## src/hdl/pe_pkg.sv

```systemverilog
package pe_pkg;

    // datapath format, signed Q16.16
    localparam int DWIDTH = 32;                 // operand and result width
    localparam int FRAC   = 16;                 // fraction bits

    // unit latencies in clock cycles
    localparam int ADD_LAT = 8;                 // adder, input valid to result valid
    localparam int MUL_LAT = 8;                 // multiplier
    localparam int ACC_LAT = 8;                 // accumulator, sample to running sum out

    // element latency, operands to o_out1 and i_a to o_out2
    localparam int PE_LAT = 16;

    // opcode of the processing element
    // codes 5 to 7 are not named and decode as nop
    typedef enum logic [2:0] {
        OP_ADD  = 3'd0,                         // a + b
        OP_ACC  = 3'd1,                         // running sum of a
        OP_MUL  = 3'd2,                         // a * b
        OP_MACC = 3'd3,                         // running sum of a * b
        OP_NOP  = 3'd4                          // pass-through only
    } pe_op_e;

endpackage
```

## src/hdl/pe_type_c.sv

```systemverilog
module pe_type_c (
    input  logic                      clk,
    input  logic                      i_arst_n,
    input  pe_pkg::pe_op_e            i_op,
    input  logic [pe_pkg::DWIDTH-1:0] i_a,
    input  logic                      i_a_valid,
    input  logic [pe_pkg::DWIDTH-1:0] i_b,
    input  logic                      i_b_valid,
    input  logic                      i_acc_clr,
    output logic [pe_pkg::DWIDTH-1:0] o_out1,         // unit result
    output logic                      o_out1_valid,
    output logic [pe_pkg::DWIDTH-1:0] o_out2,         // i_a forwarded to next element
    output logic                      o_out2_valid
);

    logic                      is_add, is_mul, is_acc, is_macc;  // opcode strobes
    logic                      both_vld;
    logic                      add_vld, mul_vld, acc_vld;
    logic                      mul_res_vld;                      // mul result for the mux
    logic [pe_pkg::DWIDTH-1:0] add_sum, mul_prod, acc_sum;
    logic                      acc_in_vld;
    logic [pe_pkg::DWIDTH-1:0] acc_in_data;
    logic                      mux_vld;
    logic [pe_pkg::DWIDTH-1:0] mux_data;
    logic                      res_vld_d;
    logic [pe_pkg::DWIDTH-1:0] res_d;
    logic [$clog2(pe_pkg::PE_LAT+1)-1:0] busy_cnt;             // cycles an item stays in flight

    always_comb begin
        is_add  = 1'b0;
        is_mul  = 1'b0;
        is_acc  = 1'b0;
        is_macc = 1'b0;
        case (i_op)
            pe_pkg::OP_ADD:  is_add  = 1'b1;
            pe_pkg::OP_ACC:  is_acc  = 1'b1;
            pe_pkg::OP_MUL:  is_mul  = 1'b1;
            pe_pkg::OP_MACC: is_macc = 1'b1;
            default: ;                          // OP_NOP and codes 5..7
        endcase
    end

    assign both_vld = i_a_valid & i_b_valid;

    fxp_add u_add (
        .clk(clk), .i_arst_n(i_arst_n),
        .i_valid(both_vld & is_add), .i_a(i_a), .i_b(i_b),
        .o_valid(add_vld), .o_sum(add_sum)
    );

    fxp_mul u_mul (
        .clk(clk), .i_arst_n(i_arst_n),
        .i_valid(both_vld & (is_mul | is_macc)), .i_a(i_a), .i_b(i_b),
        .o_valid(mul_vld), .o_prod(mul_prod)
    );

    // macc feeds the product stream, acc feeds operand a
    assign acc_in_vld  = is_macc ? mul_vld : (i_a_valid & is_acc);
    assign acc_in_data = is_macc ? mul_prod : i_a;
    assign mul_res_vld = mul_vld & ~is_macc;  // product already consumed by acc in macc

    fxp_acc u_acc (
        .clk(clk), .i_arst_n(i_arst_n), .i_clr(i_acc_clr),
        .i_valid(acc_in_vld), .i_data(acc_in_data),
        .o_valid(acc_vld), .o_sum(acc_sum)
    );

    always_comb begin
        case ({add_vld, mul_res_vld, acc_vld})
            3'b100: begin
                mux_vld  = 1'b1;
                mux_data = add_sum;
            end
            3'b010: begin
                mux_vld  = 1'b1;
                mux_data = mul_prod;
            end
            3'b001: begin                       // acc and macc
                mux_vld  = 1'b1;
                mux_data = acc_sum;
            end
            default: begin                      // none or a collision
                mux_vld  = 1'b0;
                mux_data = '0;
            end
        endcase
    end

    // single unit paths are 8 short of PE_LAT
    register_pipe #(.WIDTH(pe_pkg::DWIDTH+1), .DEPTH(pe_pkg::PE_LAT-pe_pkg::ADD_LAT)) u_res_pipe (
        .clk(clk), .i_arst_n(i_arst_n),
        .i_d({mux_vld, mux_data}), .o_q({res_vld_d, res_d})
    );

    register_pipe #(.WIDTH(pe_pkg::DWIDTH+1), .DEPTH(pe_pkg::PE_LAT)) u_a_pipe (
        .clk(clk), .i_arst_n(i_arst_n),
        .i_d({i_a_valid, i_a}), .o_q({o_out2_valid, o_out2})
    );

    // mul plus acc already spans PE_LAT
    assign o_out1       = is_macc ? mux_data : res_d;
    assign o_out1_valid = is_macc ? mux_vld : res_vld_d;

    // reload on every unit input, counts down to idle
    always_ff @(posedge clk or negedge i_arst_n) begin
        if (!i_arst_n) begin
            busy_cnt <= '0;
        end else if ((both_vld & (is_add | is_mul | is_macc)) | acc_in_vld) begin
            busy_cnt <= $bits(busy_cnt)'(pe_pkg::PE_LAT);
        end else if (busy_cnt != '0) begin
            busy_cnt <= busy_cnt - 1'b1;
        end
    end

    a_one_unit_vld : assert property (@(posedge clk) disable iff (!i_arst_n)
        $onehot0({add_vld, mul_res_vld, acc_vld}));

    a_op_stable : assert property (@(posedge clk) disable iff (!i_arst_n)
        (busy_cnt != '0) |-> $stable(i_op));

endmodule

```

## src/hdl/fxp_acc.sv

```systemverilog
module fxp_acc (
    input  logic                      clk,
    input  logic                      i_arst_n,
    input  logic                      i_clr,     // restart the running sum
    input  logic                      i_valid,
    input  logic [pe_pkg::DWIDTH-1:0] i_data,
    output logic                      o_valid,
    output logic [pe_pkg::DWIDTH-1:0] o_sum
);

    logic [pe_pkg::DWIDTH-1:0] sum_q;                      // running sum, one per cycle
    logic [pe_pkg::DWIDTH-1:0] base;                       // sum the new item adds to
    logic [pe_pkg::DWIDTH-1:0] sum_d;
    logic                      upd_q;                      // sum_q changed by an item
    logic [pe_pkg::DWIDTH-1:0] dly_q [pe_pkg::ACC_LAT-1];  // output alignment
    logic [pe_pkg::ACC_LAT-2:0] vld_q;

    // a clear and an item in the same cycle start a new sum with that item
    always_comb begin
        base  = i_clr ? '0 : sum_q;
        sum_d = i_valid ? base + i_data : base;  // wraps mod 2^32
    end

    always_ff @(posedge clk or negedge i_arst_n) begin
        if (!i_arst_n) begin
            sum_q <= '0;
            upd_q <= 1'b0;
        end else begin
            sum_q <= sum_d;                     // holds when idle and no clear
            upd_q <= i_valid;                   // clear alone gives no output
        end
    end

    // ACC_LAT-1 stages behind the sum register
    always_ff @(posedge clk or negedge i_arst_n) begin
        if (!i_arst_n) begin
            vld_q <= '0;
            for (int i = 0; i < pe_pkg::ACC_LAT-1; i++) begin
                dly_q[i] <= '0;
            end
        end else begin
            vld_q    <= {vld_q[pe_pkg::ACC_LAT-3:0], upd_q};
            dly_q[0] <= sum_q;                  // snapshot after each update
            for (int i = 1; i < pe_pkg::ACC_LAT-1; i++) begin
                dly_q[i] <= dly_q[i-1];
            end
        end
    end

    assign o_valid = vld_q[pe_pkg::ACC_LAT-2];
    assign o_sum   = dly_q[pe_pkg::ACC_LAT-2];

    // whole pipe starts empty, nothing leaks out right after reset
    a_no_vld_after_rst : assert property (@(posedge clk) $rose(i_arst_n) |=> !o_valid);

endmodule

```

## src/hdl/fxp_mul.sv

```systemverilog
module fxp_mul (
    input  logic                      clk,
    input  logic                      i_arst_n,
    input  logic                      i_valid,
    input  logic [pe_pkg::DWIDTH-1:0] i_a,       // signed Q16.16
    input  logic [pe_pkg::DWIDTH-1:0] i_b,       // signed Q16.16
    output logic                      o_valid,
    output logic [pe_pkg::DWIDTH-1:0] o_prod     // signed Q16.16, truncated
);

    logic signed [2*pe_pkg::DWIDTH-1:0] prod_q;            // full Q32.32 product
    logic [pe_pkg::DWIDTH-1:0] slc_q [pe_pkg::MUL_LAT-1];  // slice stage plus delay
    logic [pe_pkg::MUL_LAT-1:0] vld_q;

    // stage 1 multiplies, stage 2 slices, the rest delay
    always_ff @(posedge clk or negedge i_arst_n) begin
        if (!i_arst_n) begin
            prod_q <= '0;
            vld_q  <= '0;
            for (int i = 0; i < pe_pkg::MUL_LAT-1; i++) begin
                slc_q[i] <= '0;
            end
        end else begin
            vld_q  <= {vld_q[pe_pkg::MUL_LAT-2:0], i_valid};
            prod_q <= $signed(i_a) * $signed(i_b);   // 64 bit signed product
            // drop the low FRAC bits, keep 47..16
            slc_q[0] <= prod_q[pe_pkg::DWIDTH+pe_pkg::FRAC-1:pe_pkg::FRAC];
            for (int i = 1; i < pe_pkg::MUL_LAT-1; i++) begin
                slc_q[i] <= slc_q[i-1];
            end
        end
    end

    assign o_valid = vld_q[pe_pkg::MUL_LAT-1];
    assign o_prod  = slc_q[pe_pkg::MUL_LAT-2];

endmodule

```

## src/hdl/fxp_add.sv

```systemverilog
module fxp_add (
    input  logic                      clk,
    input  logic                      i_arst_n,
    input  logic                      i_valid,   // both operands present
    input  logic [pe_pkg::DWIDTH-1:0] i_a,
    input  logic [pe_pkg::DWIDTH-1:0] i_b,
    output logic                      o_valid,
    output logic [pe_pkg::DWIDTH-1:0] o_sum
);

    logic [pe_pkg::DWIDTH-1:0] sum_q [pe_pkg::ADD_LAT];  // stage 0 holds the fresh sum
    logic [pe_pkg::ADD_LAT-1:0] vld_q;                   // valid shift, lsb first

    // stage 0 adds, later stages only carry the result
    always_ff @(posedge clk or negedge i_arst_n) begin
        if (!i_arst_n) begin
            vld_q <= '0;
            for (int i = 0; i < pe_pkg::ADD_LAT; i++) begin
                sum_q[i] <= '0;
            end
        end else begin
            vld_q    <= {vld_q[pe_pkg::ADD_LAT-2:0], i_valid};
            sum_q[0] <= i_a + i_b;              // wraps mod 2^32, no saturation
            for (int i = 1; i < pe_pkg::ADD_LAT; i++) begin
                sum_q[i] <= sum_q[i-1];         // latency filler
            end
        end
    end

    assign o_valid = vld_q[pe_pkg::ADD_LAT-1];
    assign o_sum   = sum_q[pe_pkg::ADD_LAT-1];

endmodule

```

## src/hdl/register_pipe.sv

```systemverilog
module register_pipe #(
    parameter int WIDTH = 1,                    // bits per stage
    parameter int DEPTH = 1                     // number of stages, at least 1
) (
    input  logic             clk,
    input  logic             i_arst_n,
    input  logic [WIDTH-1:0] i_d,
    output logic [WIDTH-1:0] o_q                // i_d delayed by DEPTH cycles
);

    logic [WIDTH-1:0] stage_q [DEPTH];

    always_ff @(posedge clk or negedge i_arst_n) begin
        if (!i_arst_n) begin
            for (int i = 0; i < DEPTH; i++) begin
                stage_q[i] <= '0;               // valid bits included, pipe empty
            end
        end else begin
            stage_q[0] <= i_d;
            for (int i = 1; i < DEPTH; i++) begin
                stage_q[i] <= stage_q[i-1];
            end
        end
    end

    assign o_q = stage_q[DEPTH-1];

endmodule

```

## config.mk

```make
export PLATFORM = sky130hd
export DESIGN_NAME = pe_type_c
export DESIGN_NICKNAME = d
export VERILOG_FILES = /design/src/hdl/pe_pkg.sv /design/src/hdl/pe_type_c.sv /design/src/hdl/fxp_acc.sv /design/src/hdl/fxp_mul.sv /design/src/hdl/fxp_add.sv /design/src/hdl/register_pipe.sv
export SDC_FILE = /design/constraint.sdc
export NUM_CORES = 2
export LEC_CHECK = 0
export ABC_AREA = 1
export BUFFER_PORTS_ARGS = -buffer_cell sky130_fd_sc_hd__buf_2
export CAP_MARGIN = 20
export CORE_ASPECT_RATIO = 0.7
export CORE_MARGIN = 1
export CORE_UTILIZATION = 55
export CTS_CLUSTER_DIAMETER = 120
export DETAILED_ROUTE_END_ITERATION = 10
export PLACE_DENSITY = 0.7
export SLEW_MARGIN = 20
export SYNTH_ARGS = -nofsm -noshare
export SYNTH_HDL_FRONTEND = slang
export SYNTH_HIERARCHICAL = 1
export SYNTH_SLANG_ARGS = --single-unit
```

## constraint.sdc

```tcl
create_clock -name clk -period 3.4 [get_ports clk]
set_clock_uncertainty 0.2 [all_clocks]
set_input_delay 0.17 -clock clk [delete_from_list [all_inputs] [get_ports clk]]
set_output_delay 0.17 -clock clk [all_outputs]
set_load 0.05 [all_outputs]
```

* Yosys cells after proc, flatten, opt, wreduce, memory -nomap -nowiden
Cells that the tools add are included.
** Word-level totals
- Flip-flop bits (word level) :: 1600
- Input bits :: 72
- Word-level logic and storage cells :: 82
** Operators by class
- Add/subtract/negate cells :: 2
- Multipliers :: 1
- Eq/ne operators :: 6
- Mux-type cells :: 12
- Bitwise gates (word level) :: 7
- Reductions and logical operators :: 2
** Operator list (count)
- 2-to-1 mux 32 bit :: 4
- one-hot mux 32 bit (3 select lines) :: 1
- adder 32 bit :: 2
- multiplier 32 x 32 -> 48 bit :: 1
- == test 3 x 2 -> 1 bit (second input constant) :: 3
- 2-to-1 mux 1 bit :: 7
- == test 3 x 1 -> 1 bit (second input constant) :: 2
- AND 1 bit :: 5
- == test 3 bit (second input constant) :: 1
- zero test 3 bit :: 1
- OR reduction 3 bit :: 1
- inverter 1 bit :: 1
- OR 1 bit :: 1

* Depth between registers and ports, before layout
- Word-level depth :: 8
- Depth in mapped cells :: 31
- Depth with buffers taken out :: 29

* Hierarchy
The synthesis kept the hierarchy.
** Modules (own cells, without submodules)
- fxp_mul :: times used 1, cells an instance 4264, area an instance 37328.3 um^2
- register_pipe (u_a_pipe) :: times used 1, cells an instance 561, area an instance 13460.4 um^2
- fxp_acc :: times used 1, cells an instance 938, area an instance 9844.4 um^2
- fxp_add :: times used 1, cells an instance 790, area an instance 9231.4 um^2
- register_pipe (u_res_pipe) :: times used 1, cells an instance 297, area an instance 6854.1 um^2
- pe_type_c :: times used 1, cells an instance 380, area an instance 1783.0 um^2

* Worst setup path before layout
No wires, ideal clock.
- Kind :: input to register
- Start point :: input port i_a[31] in the netlist's numbering
- End point :: register u_mul/prod_q[46] in the netlist's numbering
- Library setup time :: 0.117 ns
- Data arrival time :: 6.323 ns
- Data required time :: 3.083 ns
- Path slack :: -3.240 ns
- Cell stages on the path :: 25
- Cell sequence :: buf_2 > clkbuf_1 > nand2_1 > inv_1 > fa_1 > fa_1 > inv_1 > fa_1 > fa_1 > inv_1 > fa_1 > inv_1 > fa_1 > fa_1 > fa_1 > inv_1 > ha_1 > nand2_1 > nor3_1 > nand2_1 > nor2_1 > nand3_1 > or2_1 > nand4_1 > nand2_1
** Between the ends
- Longest elaborated chain between the ends :: 1
** Ends and longest elaborated chain
- from (decl) :: RTL line pe_type_c.sv:5 : input logic [pe_pkg::DWIDTH-1:0] i_a,
- multiplier 32 x 32 -> 48 bit :: RTL line fxp_mul.sv:25 : prod_q <= $signed(i_a) * $signed(i_b);
- to (signal assigned) :: RTL line fxp_mul.sv:25
- to (decl) :: RTL line fxp_mul.sv:11 : logic signed [2*pe_pkg::DWIDTH-1:0] prod_q;
Every way passes these cells.

* Final worst setup path
- Start point :: input port i_b[12] in the netlist's numbering
- End point :: register u_mul/prod_q[42] in the netlist's numbering
** Between the ends
- Longest elaborated chain between the ends :: 1
** Ends and longest elaborated chain
- from (decl) :: RTL line pe_type_c.sv:7 : input logic [pe_pkg::DWIDTH-1:0] i_b,
- multiplier 32 x 32 -> 48 bit :: RTL line fxp_mul.sv:25
Every way passes these cells.

==> results.toml <==
[synth]
syn_area_mm2 = 0.0785
synthDominantCellAreaShare_pct = 50.5
yosysMostFrequentCell = "nand2_1"
synth_warnings = 6
synth_top_area_cell = "dfrtp_1"
syn_nets = 8367
postSynthCellCount = 7230
async_flop_share_pct = 100
synth_cell_types = 42
syn_area_per_cell_um2 = 10.9
synthTopCellsByCount = "nand2_1 (1798), inv_1 (1603), dfrtp_1 (1584)"
synth.ff_latch_count = 1584
synthTopCellsByArea = "dfrtp_1 (50%), fa_1 (21%), nand2_1 (8.6%), inv_1 (7.7%), ha_1 (3.6%)"
yosysSeqAreaShare_pct = 50.5
synth_edf_count = 0
ys.flop_type = "dfrtp_1"

[layout]
fin_util_pct = 67.7
final_nets = 8999
drive_gt1_share_pct = 21.7
final_area_mm2 = 0.0954
area_growth_pct = 21.6

[setup_path]
path_max_fanout = 6
cp-start-kind = "input port"
worstPathArrival_ns = 6.59
end_kind = "flip-flop"
critical_path_required_ns = 3.90
critPathKind = "input port to flip-flop"

[floorplanning]
rows = 115
die_h_um = 318
start_util_pct = 55.7
design.core.area_mm2 = 0.141
design.portCount = 138
die_w_um = 454
die_area_mm2 = 0.144

[placed_design]
gp_congestion = 0.957
dp_hpwl_um = 159000
dpl_cell_area_mm2 = 0.0850
portBuffers = 137

[timing]
rsz0062_at_grt = "yes"
period_minus_slack_ns = 6.10
clock.fmax_ghz = 0.164
worstMarginPinSlew_ns = 0.986
fin_crit_sh_pct = 179
setup_viol = 32
timing.final.ws_setup_ns = -2.70
slew_viol_final = 0
relSlewSlack_pct = 33.8
hold_violations = 0

[grt]
overflow = 0
grtUsageMet3_pct = 10.6
grt.busiest_layer = "met2"
met2_usage_pct = 48.4
grt_max_degree = 144
grt_pass1_vias = 55600
grt_use_total_pct = 33.5
grt_antenna_before_repair = 16
grt_pass1_wl_um = 352000
use_met1_pct = 48.1

[hold_path]
min_path_type = "input port to flip-flop"

[clock_network]
cts-buffers-inserted = 140
path_clk_slew_ns = 0.07
cts_buffer_depth = 3
clk_latency_ns = 0.78
cts_max_level = 4
cts_tree = "yes"
clk_root_buffer_cell = "clkbuf_16"
cts.sinks = 1584

[route]
vias = 51900
drtAntennaViolNets = 0
drtIter0Drc = 6237
routed_wire_length_per_instance_um = 23.9
via_per_inst = 5.26
drc = 0
drtPass1Iterations = 7
routed_wirelength_um = 236000

[outcome]
status = "finished, violations left"
violations = "negative setup slack"

[flow_run]
drv_cap = 0
worst paths after layout:
kind,startpoint,cells past startpoint,slack [ns],endpoint
worst max register to register,u_mul/o_prod[0]$_DFF_PN0_,12,0.60,u_acc/sum_q[20]$_DFF_PN0_
worst min register to register,u_a_pipe/stage_q[120]$_DFF_PN0_,0,0.13,u_a_pipe/stage_q[87]$_DFF_PN0_
worst min-delay path,i_b[10],4,0.06,u_add/sum_q[234]$_DFF_PN0_
max in group asynchronous,i_arst_n,4,1.70,u_res_pipe/stage_q[52]$_DFF_PN0_
min in group asynchronous,i_arst_n,4,0.52,u_a_pipe/o_q[12]$_DFF_PN0_
worst max-delay path,i_b[12],28,-2.70,u_mul/prod_q[42]$_DFF_PN0_
metrics by stage:
step	hold slack, ns	TNS [ns]	setup WS, ns	std cells
2_1_floorplan	-0.326	-80.37	-3.05	7230
3_3_place_gp	-0.0270	-111.50	-3.79	9370
3_5_place_dp	-0.0299	-111.96	-3.80	9370
4_1_cts	0.00475	-75.18	-2.52	9789
5_1_grt	0.0296	-82.92	-2.76	9851
6_report	0.0615	-80.68	-2.70	9857
flip-flops by register name, indices dropped and copies added (netlist names), 8 cells and up:
name and cells:
u_mul/vld_q 8, u_mul/slc_q 192, u_add/o_sum 32, u_res_pipe/o_q 33, u_acc/sum_q 32, u_add/vld_q 8, u_mul/o_prod 32, u_a_pipe/stage_q 495
u_mul/prod_q 32, u_a_pipe/o_q 33, u_acc/o_sum 32, u_add/sum_q 224, u_res_pipe/stage_q 231, u_acc/dly_q 192
cell families after synthesis:
kind of cell	Yosys count	share of synthesized area, %
XOR/XNOR	64	0.714
buffers and inverters	1995	10.4
AO/OA/AOI/OAI	180	1.25
flip-flops	1584	50.5
AND/OR/NAND/NOR	2342	12.1
adder cells (fa/ha/maj)	1065	25.0
cells in the final DEF (no fill, tap or decap), drive strengths merged:
cell         instances
nand3b               9
inv               1620
ha                 225
nor3                19
or2                  9
and2                 1
o21ai               52
nand3              223
a31oi                5
nand4               46
o221ai               1
xor2                38
fa                 840
nand2             1825
a21oi               98
diode                9
xnor2               26
buf                803
clkinv              25
dlygate4sd3         59
dfrtp             1584
bufbuf               2
o21bai              11
nor2               206
clkinvlp             9
a21boi               2
clkbuf             213
a211oi               2
and3                 1
nor4                 5
o21a                 3
a21o                 6
bufinv               8
critical path, stage by stage:
cell,delay [ns]
buf_12,0.12
buf_12,0.16
buf_12,0.15
nand2_1,0.10
inv_1,0.07
fa_1,0.50
inv_1,0.07
fa_1,0.54
fa_2,0.56
inv_1,0.07
fa_2,0.37
fa_1,0.51
fa_2,0.45
fa_2,0.67
fa_2,0.49
ha_4,0.33
buf_6,0.10
buf_6,0.11
nand2_8,0.06
nor2_4,0.13
inv_2,0.07
buf_6,0.11
nor2_4,0.18
inv_2,0.05
nor2_1,0.10
o21ai_1,0.07
nand3_1,0.11
xor2_1,0.15
area by class of cell:
cell class	instances	area (um2)
fillers	9574	45600
flip-flops and latches	1584	39600
multi-input cells	3653	33600
repair buffers	874	8950
inverters	1609	6060
clock buffers	203	4150
well taps	1872	2340
clock inverters	53	731
diodes	9	22.5
what timing repair did:
| action | in CTS | in global routing |
|---|---|---|
| pin swaps | 268 | 324 |
| hold buffers | 60 | 0 |
| hold endpoints to repair | 1584 | 0 |
| buffers inserted | 99 | 62 |
| gates resized for setup | 546 | 375 |
| cloned | 17 | 7 |
| setup endpoints to repair | 36 | 43 |
per-layer routing:
layer  share of wire [%]  vias to the layer above
li1                    -                    22000
met5               0.036                        -
met4                 4.2                       14
met3                  13                      581
met2                  44                     2929
met1                  40                    26400
Power is not shown: default switching activity piles up to over one toggle a cycle in this logic, so the estimate is an artifact.
